<file path="config.mk">
export PLATFORM = sky130hd
export DESIGN_NAME = attn_score_top
export DESIGN_NICKNAME = d
export VERILOG_FILES = /design/src/source/attn_dims_pkg.sv /design/src/source/attn_fixed_pkg.sv /design/src/source/fixed_saturate.sv /design/src/source/tree_reduce.sv /design/src/source/dot_product.sv /design/src/source/score_emit.sv /design/src/source/attn_score_top.sv
export SDC_FILE = /design/constraint.sdc
export NUM_CORES = 2
export LEC_CHECK = 0
export ABC_AREA = 0
export BUFFER_PORTS_ARGS = -buffer_cell sky130_fd_sc_hd__buf_2
export CAP_MARGIN = 20
export CORE_UTILIZATION = 45
export CTS_CLUSTER_SIZE = 14
export DETAILED_ROUTE_END_ITERATION = 6
export GPL_ROUTABILITY_DRIVEN = 0
export SLEW_MARGIN = 20
export SYNTH_ARGS = -nofsm -noshare
export SYNTH_HDL_FRONTEND = slang
export SYNTH_HIERARCHICAL = 1
export SYNTH_SLANG_ARGS = --single-unit
</file>
<file path="constraint.sdc">
create_clock -name clk -period 51.7 [get_ports clk]
set_clock_uncertainty 0.15 [all_clocks]
set_input_delay 12.925 -clock clk [delete_from_list [all_inputs] [get_ports clk]]
set_output_delay 12.925 -clock clk [all_outputs]
set_load 0.1 [all_outputs]
</file>
<file path="src/source/attn_dims_pkg.sv">
// Compile-time dimensions of the score stage, nothing is set at run time
// EMBED_DIM must be 2**REDUCE_STAGES and SEQ_LEN must be 2**ROW_W
`default_nettype none

package attn_dims_pkg;

    // Elements per Q, K and V vector
    localparam int EMBED_DIM = 8;

    // Keys scored against one held query
    localparam int SEQ_LEN = 4;

    // Register levels in the adder tree, log2 of EMBED_DIM
    localparam int REDUCE_STAGES = 3;

    // Divide by sqrt(dk) with dk assumed to be 64
    localparam int SCALE_SHIFT = 3;

    // Key position counter width, log2 of SEQ_LEN
    localparam int ROW_W = 2;

endpackage

`default_nettype wire

</file>
<file path="src/source/attn_fixed_pkg.sv">
// Fixed-point formats of the score path, all two's complement
// Element Q1.7, product Q2.10, sum Q5.10, score Q4.5
`default_nettype none

package attn_fixed_pkg;
    import attn_dims_pkg::*;

    // Integer and fraction bits per format
    localparam int ELEM_I  = 1;
    localparam int ELEM_F  = 7;
    localparam int WPROD_I = 2;
    localparam int WPROD_F = 14;
    localparam int PROD_I  = 2;
    localparam int PROD_F  = 10;
    localparam int DOT_I   = 5;
    localparam int DOT_F   = 10;
    localparam int SCORE_I = 4;
    localparam int SCORE_F = 5;

    typedef logic signed [ELEM_I+ELEM_F-1:0]   elem_t;
    typedef elem_t [EMBED_DIM-1:0]             vec_t;
    typedef logic signed [WPROD_I+WPROD_F-1:0] wide_prod_t;
    typedef logic signed [PROD_I+PROD_F-1:0]   prod_t;
    // Room for EMBED_DIM products without overflow
    typedef logic signed [DOT_I+DOT_F-1:0]     dot_t;
    typedef logic signed [SCORE_I+SCORE_F-1:0] score_t;

    // Output word, one per key
    typedef struct packed {
        score_t           score;
        vec_t             v;
        logic [ROW_W-1:0] row;
        logic             last;
    } score_row_t;

endpackage

`default_nettype wire

</file>
<file path="src/source/fixed_saturate.sv">
// Signed fixed-point format change, purely combinational
// Needs IN_F >= OUT_F and IN_I >= OUT_I, dropped fraction bits round toward -inf
`timescale 1ns/1ps
`default_nettype none

module fixed_saturate #(
    parameter int IN_I  = 2,
    parameter int IN_F  = 14,
    parameter int OUT_I = 2,
    parameter int OUT_F = 10
) (
    input  wire logic [IN_I+IN_F-1:0]   in,
    output logic      [OUT_I+OUT_F-1:0] out
);

    localparam int IN_W  = IN_I + IN_F;
    localparam int OUT_W = OUT_I + OUT_F;
    // Input integer bits over output fraction bits
    localparam int MID_W = IN_I + OUT_F;
    localparam int DROP  = IN_F - OUT_F;

    logic [MID_W-1:0] mid;
    logic             fits;

    // Plain truncation of a two's complement word is floor
    assign mid = in[IN_W-1:DROP];

    // Fits when the surplus integer bits all copy the sign
    assign fits = (&mid[MID_W-1:OUT_W-1]) | ~(|mid[MID_W-1:OUT_W-1]);

    always_comb begin
        if (fits) begin
            out = mid[OUT_W-1:0];
        end else if (mid[MID_W-1]) begin
            // Most negative code
            out = {1'b1, {(OUT_W-1){1'b0}}};
        end else begin
            // Most positive code
            out = {1'b0, {(OUT_W-1){1'b1}}};
        end
    end

endmodule

`default_nettype wire

</file>
<file path="src/source/tree_reduce.sv">
// Pipelined binary adder tree, one register level per stage
// All stages share one enable, so a stall at the output freezes the whole tree
`timescale 1ns/1ps
`default_nettype none

module tree_reduce
    import attn_dims_pkg::*;
    import attn_fixed_pkg::*;
(
    input  wire              clk,
    input  wire              rst,
    input  wire prod_t [EMBED_DIM-1:0] list_in,
    input  wire              vld_in,
    output logic             rdy_out,
    output dot_t             sum,
    output logic             vld_out,
    input  wire              rdy_in
);

    localparam int LAST = REDUCE_STAGES - 1;

    // One valid bit per register level
    logic [REDUCE_STAGES-1:0] stage_vld;
    logic                     en;

    // Advance while the last level is empty or being taken
    assign en      = !stage_vld[LAST] || rdy_in;
    assign rdy_out = en;
    assign vld_out = stage_vld[LAST];

    always_ff @(posedge clk) begin
        if (rst) begin
            stage_vld <= '0;
        end else if (en) begin
            stage_vld[0] <= vld_in;
            for (int s = 1; s < REDUCE_STAGES; s++) begin
                stage_vld[s] <= stage_vld[s-1];
            end
        end
    end

    for (genvar s = 0; s < REDUCE_STAGES; s++) begin : g_stage
        // Level s holds half the nodes of level s-1
        localparam int N = EMBED_DIM >> (s + 1);

        dot_t node [N];

        if (s == 0) begin : g_leaf
            // Pairs of products, sign-extended to the sum width
            always_ff @(posedge clk) begin
                if (en) begin
                    for (int i = 0; i < N; i++) begin
                        node[i] <= dot_t'(list_in[2*i]) + dot_t'(list_in[2*i+1]);
                    end
                end
            end
        end else begin : g_inner
            always_ff @(posedge clk) begin
                if (en) begin
                    for (int i = 0; i < N; i++) begin
                        node[i] <= g_stage[s-1].node[2*i] + g_stage[s-1].node[2*i+1];
                    end
                end
            end
        end
    end

    // Root of the tree
    assign sum = g_stage[LAST].node[0];

endmodule

`default_nettype wire

</file>
<file path="src/source/dot_product.sv">
// Scaled Q.K score per key, with the key's V carried alongside
// One Q serves SEQ_LEN rows, then a new Q is taken
// Score leaves REDUCE_STAGES enabled edges after the row enters the tree
`timescale 1ns/1ps
`default_nettype none

module dot_product
    import attn_dims_pkg::*;
    import attn_fixed_pkg::*;
(
    input  wire        clk,
    input  wire        rst,
    input  wire vec_t  q_vec,
    input  wire vec_t  k_vec,
    input  wire vec_t  v_vec,
    input  wire        q_vld,
    input  wire        k_vld,
    input  wire        v_vld,
    output logic       q_rdy,
    output logic       k_rdy,
    output logic       v_rdy,
    output score_t     sc_score,
    output vec_t       sc_v,
    output logic       sc_vld,
    input  wire        sc_rdy
);

    // Capture registers and their full flags
    vec_t             q_reg;
    vec_t             k_reg;
    vec_t             v_reg;
    logic             q_held;
    logic             k_held;
    logic             v_held;
    // Rows still to score with the held Q, zero on the last one
    logic [ROW_W-1:0] rows_left;

    logic             all_held;
    logic             tree_rdy;
    logic             fire;
    logic             last_row;

    wide_prod_t             wide_prod [EMBED_DIM];
    prod_t [EMBED_DIM-1:0]  prods;
    dot_t                   sum;
    dot_t                   scaled_sum;

    // V delay line matched to the tree depth
    vec_t             v_pipe [REDUCE_STAGES];

    assign all_held = q_held && k_held && v_held;
    // Row moves into the tree this cycle
    assign fire     = all_held && tree_rdy;
    assign last_row = (rows_left == '0);

    assign k_rdy = !k_held || fire;
    assign v_rdy = !v_held || fire;
    // Q is only replaced once its final row has gone
    assign q_rdy = !q_held || (fire && last_row);

    always_ff @(posedge clk) begin
        if (rst) begin
            q_held    <= 1'b0;
            rows_left <= '0;
        end else if (q_vld && q_rdy) begin
            q_held    <= 1'b1;
            rows_left <= ROW_W'(SEQ_LEN - 1);
        end else if (fire) begin
            if (last_row) begin
                q_held <= 1'b0;
            end else begin
                rows_left <= rows_left - 1'b1;
            end
        end
    end

    always_ff @(posedge clk) begin
        if (rst) begin
            k_held <= 1'b0;
            v_held <= 1'b0;
        end else begin
            if (k_vld && k_rdy) begin
                k_held <= 1'b1;
            end else if (fire) begin
                k_held <= 1'b0;
            end
            if (v_vld && v_rdy) begin
                v_held <= 1'b1;
            end else if (fire) begin
                v_held <= 1'b0;
            end
        end
    end

    // Payload loads only on a handshake
    always_ff @(posedge clk) begin
        if (q_vld && q_rdy) begin
            q_reg <= q_vec;
        end
        if (k_vld && k_rdy) begin
            k_reg <= k_vec;
        end
        if (v_vld && v_rdy) begin
            v_reg <= v_vec;
        end
    end

    // Q1.7 times Q1.7 gives Q2.14, then floor to Q2.10
    for (genvar i = 0; i < EMBED_DIM; i++) begin : g_mul
        assign wide_prod[i] = q_reg[i] * k_reg[i];

        fixed_saturate #(
            .IN_I  (WPROD_I),
            .IN_F  (WPROD_F),
            .OUT_I (PROD_I),
            .OUT_F (PROD_F)
        ) i_prod_sat (
            .in  (wide_prod[i]),
            .out (prods[i])
        );
    end

    tree_reduce i_tree (
        .clk     (clk),
        .rst     (rst),
        .list_in (prods),
        .vld_in  (all_held),
        .rdy_out (tree_rdy),
        .sum     (sum),
        .vld_out (sc_vld),
        .rdy_in  (sc_rdy)
    );

    // Arithmetic shift keeps the sign
    assign scaled_sum = sum >>> SCALE_SHIFT;

    fixed_saturate #(
        .IN_I  (DOT_I),
        .IN_F  (DOT_F),
        .OUT_I (SCORE_I),
        .OUT_F (SCORE_F)
    ) i_score_sat (
        .in  (scaled_sum),
        .out (sc_score)
    );

    // Steps on the tree enable, so each V stays beside its own sum
    always_ff @(posedge clk) begin
        if (tree_rdy) begin
            v_pipe[0] <= v_reg;
            for (int s = 1; s < REDUCE_STAGES; s++) begin
                v_pipe[s] <= v_pipe[s-1];
            end
        end
    end

    assign sc_v = v_pipe[REDUCE_STAGES-1];

endmodule

`default_nettype wire

</file>
<file path="src/source/score_emit.sv">
// Output pipe register, full throughput, holds its word under back-pressure
// Key position comes from a local counter that assumes rows leave in order
`timescale 1ns/1ps
`default_nettype none

module score_emit
    import attn_dims_pkg::*;
    import attn_fixed_pkg::*;
(
    input  wire        clk,
    input  wire        rst,
    input  wire score_t sc_score,
    input  wire vec_t  sc_v,
    input  wire        sc_vld,
    output logic       sc_rdy,
    output score_row_t out,
    output logic       out_vld,
    input  wire        out_rdy
);

    score_t           score_q;
    vec_t             v_q;
    logic [ROW_W-1:0] row_cnt;

    // Load when empty or when the held word leaves this cycle
    assign sc_rdy = !out_vld || out_rdy;

    always_ff @(posedge clk) begin
        if (rst) begin
            out_vld <= 1'b0;
        end else if (sc_rdy) begin
            out_vld <= sc_vld;
        end
    end

    always_ff @(posedge clk) begin
        if (sc_rdy && sc_vld) begin
            score_q <= sc_score;
            v_q     <= sc_v;
        end
    end

    // Position of the word at the output, steps per accepted word
    always_ff @(posedge clk) begin
        if (rst) begin
            row_cnt <= '0;
        end else if (out_vld && out_rdy) begin
            if (row_cnt == ROW_W'(SEQ_LEN - 1)) begin
                row_cnt <= '0;
            end else begin
                row_cnt <= row_cnt + 1'b1;
            end
        end
    end

    always_comb begin
        out.score = score_q;
        out.v     = v_q;
        out.row   = row_cnt;
        out.last  = (row_cnt == ROW_W'(SEQ_LEN - 1));
    end

endmodule

`default_nettype wire

</file>
<file path="src/source/attn_score_top.sv">
// Score stage top, valid/ready on every stream
// Q is held for SEQ_LEN key/value pairs
`timescale 1ns/1ps
`default_nettype none

module attn_score_top
    import attn_fixed_pkg::*;
(
    input  wire         clk,
    input  wire         rst,
    input  wire vec_t   q_vec,
    input  wire         q_vld,
    output logic        q_rdy,
    input  wire vec_t   k_vec,
    input  wire         k_vld,
    output logic        k_rdy,
    input  wire vec_t   v_vec,
    input  wire         v_vld,
    output logic        v_rdy,
    output score_row_t  out,
    output logic        out_vld,
    input  wire         out_rdy
);

    // Score and value between the stages
    score_t sc_score;
    vec_t   sc_v;
    logic   sc_vld;
    logic   sc_rdy;

    dot_product i_dot (
        .clk      (clk),
        .rst      (rst),
        .q_vec    (q_vec),
        .k_vec    (k_vec),
        .v_vec    (v_vec),
        .q_vld    (q_vld),
        .k_vld    (k_vld),
        .v_vld    (v_vld),
        .q_rdy    (q_rdy),
        .k_rdy    (k_rdy),
        .v_rdy    (v_rdy),
        .sc_score (sc_score),
        .sc_v     (sc_v),
        .sc_vld   (sc_vld),
        .sc_rdy   (sc_rdy)
    );

    score_emit i_emit (
        .clk      (clk),
        .rst      (rst),
        .sc_score (sc_score),
        .sc_v     (sc_v),
        .sc_vld   (sc_vld),
        .sc_rdy   (sc_rdy),
        .out      (out),
        .out_vld  (out_vld),
        .out_rdy  (out_rdy)
    );

endmodule

`default_nettype wire

</file>
### Yosys cells after proc, flatten, opt, wreduce, memory -nomap -nowiden

Memory sizes are Yosys's and may differ from the RTL's. A register that Yosys moved wholly into a read port is not among the register bits.
Cells that the tools add are included.

* reduce and logical (&&, ||, !) cells: 26
* mux-type cells: 12
* add/sub/neg operators: 9
* equal/unequal tests: 2
* multiply operators: 8

Operators by type and width (number)
* multiplier 8 x 8 -> 16 bit: 8
* adder 12 x 12 -> 13 bit: 4
* adder 15 bit: 3
* logical AND 1 bit: 9
* 2-to-1 mux 1 bit: 8
* 2-to-1 mux 2 bit: 4
* nonzero test 2 bit: 4
* zero test 1 bit: 5
* logical OR 1 bit: 5
* AND reduction 2 bit: 2
* adder 2 x 1 -> 2 bit (second input constant): 1
* equality test 2 bit (second input constant): 1
* zero test 2 bit: 1
* inequality test 2 bit (second input constant): 1
* subtractor 2 x 1 -> 2 bit (second input constant): 1

* memories: 4
* memory bits (writable): 297
* flip-flop bits (word level): 203
* word-level logic and storage cells: 92
* input port bits: 198
* output and inout port bits: 80

Memory list
* i_dot.v_pipe: depth 3, width 64, read ports 3, clocked after memory_dff 1, wr ports 3, RTL line dot_product.sv:49 `vec_t v_pipe [REDUCE_STAGES];`
* i_dot.i_tree.g_stage[0].node: depth 4, width 15, read ports 4, clocked after memory_dff 0, wr ports 4, RTL line tree_reduce.sv:46 `dot_t node [N];`
* i_dot.i_tree.g_stage[1].node: depth 2, width 15, read ports 2, clocked after memory_dff 0, wr ports 2, RTL line tree_reduce.sv:46
* i_dot.i_tree.g_stage[2].node: depth 1, width 15, read ports 1, clocked after memory_dff 1, wr ports 1, RTL line tree_reduce.sv:46

### Logic depth before layout (Yosys ltp)

* depth in word-level cells: 9
* mapped depth: 24
* depth with buffers taken out: 23

### Cells and area by module

The synthesis kept the hierarchy.

Modules (own cells, without submodules)
* dot_product: area an instance 32174.6 µm², instances 1, seq. area each 11631.2 µm², cells each 2715
* tree_reduce: area an instance 6635.1 µm², instances 1, seq. area each 2972.9 µm², cells each 575
* score_emit: area an instance 2332.2 µm², instances 1, seq. area each 2252.2 µm², cells each 87
* fixed_saturate (i_dot.g_mul[0].i_prod_sat ...): area an instance 90.1 µm², instances 8, seq. area each 0.0 µm², cells each 12
* fixed_saturate (i_dot.i_score_sat): area an instance 126.4 µm², instances 1, seq. area each 0.0 µm², cells each 14

### Worst setup path after synthesis

No wires, ideal clock.

* path type: input -> output
* from: input port out_rdy
* to: output port k_rdy
* arrival: 22.356 ns
* buffers on the path: 0
* stages on the path: 4
* data required time: 38.625 ns
* path slack: 16.269 ns
* cells stage by stage: nand2b_1 nand2b_1 nand2_1 nand2_1

* cells in the longest elaborated chain, start to end: 4

RTL lines
* from (decl): RTL line attn_score_top.sv:22 `input wire out_rdy`
* logical OR 1 bit: RTL line score_emit.sv:26 `assign sc_rdy = !out_vld || out_rdy;`
* logical OR 1 bit: RTL line tree_reduce.sv:27 `assign en = !stage_vld[LAST] || rdy_in;`
* net i_dot.tree_rdy: RTL line dot_product.sv:39 `logic tree_rdy;`
* logical AND 1 bit: RTL line dot_product.sv:53 `assign fire = all_held && tree_rdy;`
* logical OR 1 bit: RTL line dot_product.sv:56 `assign k_rdy = !k_held || fire;`
* to (decl): RTL line attn_score_top.sv:16 `output logic k_rdy,`

The timed path passes the listed nets, and every way through them passes these cells.

### Worst setup path after layout

* from: input port out_rdy
* to: output port k_rdy

* cells in the longest elaborated chain, start to end: 4

RTL lines
* logical OR 1 bit: RTL line score_emit.sv:26
* net sc_rdy: RTL line attn_score_top.sv:29 `logic sc_rdy;`
* logical OR 1 bit: RTL line tree_reduce.sv:27
* net i_dot.tree_rdy: RTL line dot_product.sv:39
* logical AND 1 bit: RTL line dot_product.sv:53
* logical OR 1 bit: RTL line dot_product.sv:56

The timed path passes the listed nets, and every way through them passes these cells.

==> results_dict.tcl <==
set metrics [dict create \
    drive_gt1_share_pct 11.4 \
    grt_max_degree 78 \
    numPortBuffers 277 \
    wl_met3_mm 3.00 \
    hpwl_mm 57.9 \
    rsz0062_at_grt "false" \
    wl_per_cell_um 15.1 \
    crit_arrival_ns 14.45 \
    start_util_pct 45.4 \
    r2r-start "i_dot/k_reg[58]" \
    yosysWarnings 6 \
    tightest_slew_ns 1.05 \
    wl_met2_mm 32.7 \
    h-tree-depth 2 \
    run_status "complete, no violations" \
    drt-initial-drc-count 1039 \
    num_vias 23300 \
    met1_length_mm 36.7 \
    cts.sinks 557 \
    slew_violations 0 \
    cts_buffer_depth 3 \
    hp-start "i_dot/v_pipe[0][41]" \
    cap_violations 0 \
    cts_inserted_buffers 59 \
    layout_commonest_cell "inv_1" \
    min_period_ns 27.53 \
    fin_nets 4609 \
    largest_register_ffs 192 \
    fp.dieH_um 306 \
    cts_tree "built" \
    finalSetupViolCount 0 \
    clk_pin_slew_ns 0.06 \
    fmax_mhz 36.3 \
    rrSetupSlack_ns 45.52 \
    syn_area_sq_um 41600 \
    grt_pass1_vias 24400 \
    period_share_pct 53.2 \
    crit_fanout 33 \
    cp_data_required_time_ns 38.62 \
    pin_count 278 \
    top_register "i_dot/v_pipe" \
    holdPathEnd "i_dot/v_pipe[0][105]" \
    hold_path_class "register to register" \
    grt_usage_pct 16.4 \
    area_growth_pct 8.83 \
    post_cts_buffers 0 \
    die_x_um 306 \
    worstHoldPathCells 0 \
    start_kind "input pin" \
    dr.pass1.iters 5 \
    cts-resized-gates 0 \
    routed.top_layer "met5" \
    clock_latency_ns 0.65 \
    critical_path_class "input pin to output pin" \
    cp-startpoint "out_rdy" \
    avgSynthCellArea_sq_um 12.0 \
    grt_pass1_wl_mm 124 \
    drc 0 \
    endpoint_kind "output pin" \
    holdBufCountCts 0 \
    core_sq_um 91700 \
    gr-total-overflow 0 \
    wl_mm 73.6 \
    r2r-end "i_dot/i_tree/g_stage[0].node[3][13]" \
    setup_tns_ns 0 \
    layout_common_cells "inv_1 (665), edfxtp_1 (546), fa_1 (447), and2_1 (336), ha_1 (324)" \
    antenna_found_initial 1 \
    clockRootBuffer "clkbuf_16" \
    hold_viol 0 \
    fillers 8174 \
    rows 111 \
    reg.largest.list "i_dot/v_pipe x192, i_dot/i_tree/g_stage.node x89" \
    synth_cells 3460 \
    ant_nets 0 \
    syn-num-nets 4429 \
    via_per_inst 4.78 \
    ff2ff_path_depth 22 \
    die-area_sq_um 93700 \
    relSlewSlack_pct 30.2 \
]
==> worst max-delay path, cell delays in order <==
cell	delay, ns
buf_2	0.13
nand2b_1	0.16
nand2b_4	0.45
nand2_1	0.22
nand2_1	0.14
buf_2	0.43
==> worst max path at each step <==
stage / to / slack, ns / cells past startpoint
finish: k_rdy / 24.17 / 6
global route: v_rdy / 23.99 / 6
CTS: k_rdy / 24.17 / 6
detailed placement: k_rdy / 24.17 / 6
global placement: k_rdy / 24.21 / 6
floorplan: k_rdy / 16.50 / 4
==> area by class of cell <==
class	count	area [sq um]	share of cell area (%)
Timing Repair Buffer	285	1450	3.19
Inverter	666	2500	5.52
Antenna cell	4	10.0	0.0221
Tap cell	1186	1480	3.28
Sequential cell	557	16600	36.7
Clock inverter	35	388	0.856
Multi-Input combinational cell	2071	21300	47.0
Clock buffer	73	1560	3.44
==> metal layers <==
layer,vias up,track usage [%]
li1,11400,-
met2,377,25.8
met1,11400,24.3
met5,-,0
met4,2,3.21
met3,74,2.23
==> through the flow <==
stage | instances | cell area (sq um) | utilization (%) | hold WS [ns] | setup WS [ns]
floorplan | 3460 | 41600 | - | 0.250 | 16.50
global placement | 4765 | 43300 | 47.3 | 0.250 | 24.21
detailed placement | 4765 | 43300 | 47.3 | 0.255 | 24.17
CTS | 4873 | 45300 | 49.4 | 0.239 | 24.17
global route | 4873 | 45300 | 49.4 | 0.240 | 23.99
finish | 4877 | 45300 | 49.4 | 0.240 | 24.17
Power is left out: the tool's default activity adds up to more than one toggle a clock period on the data nets, which glitch-free logic cannot reach.
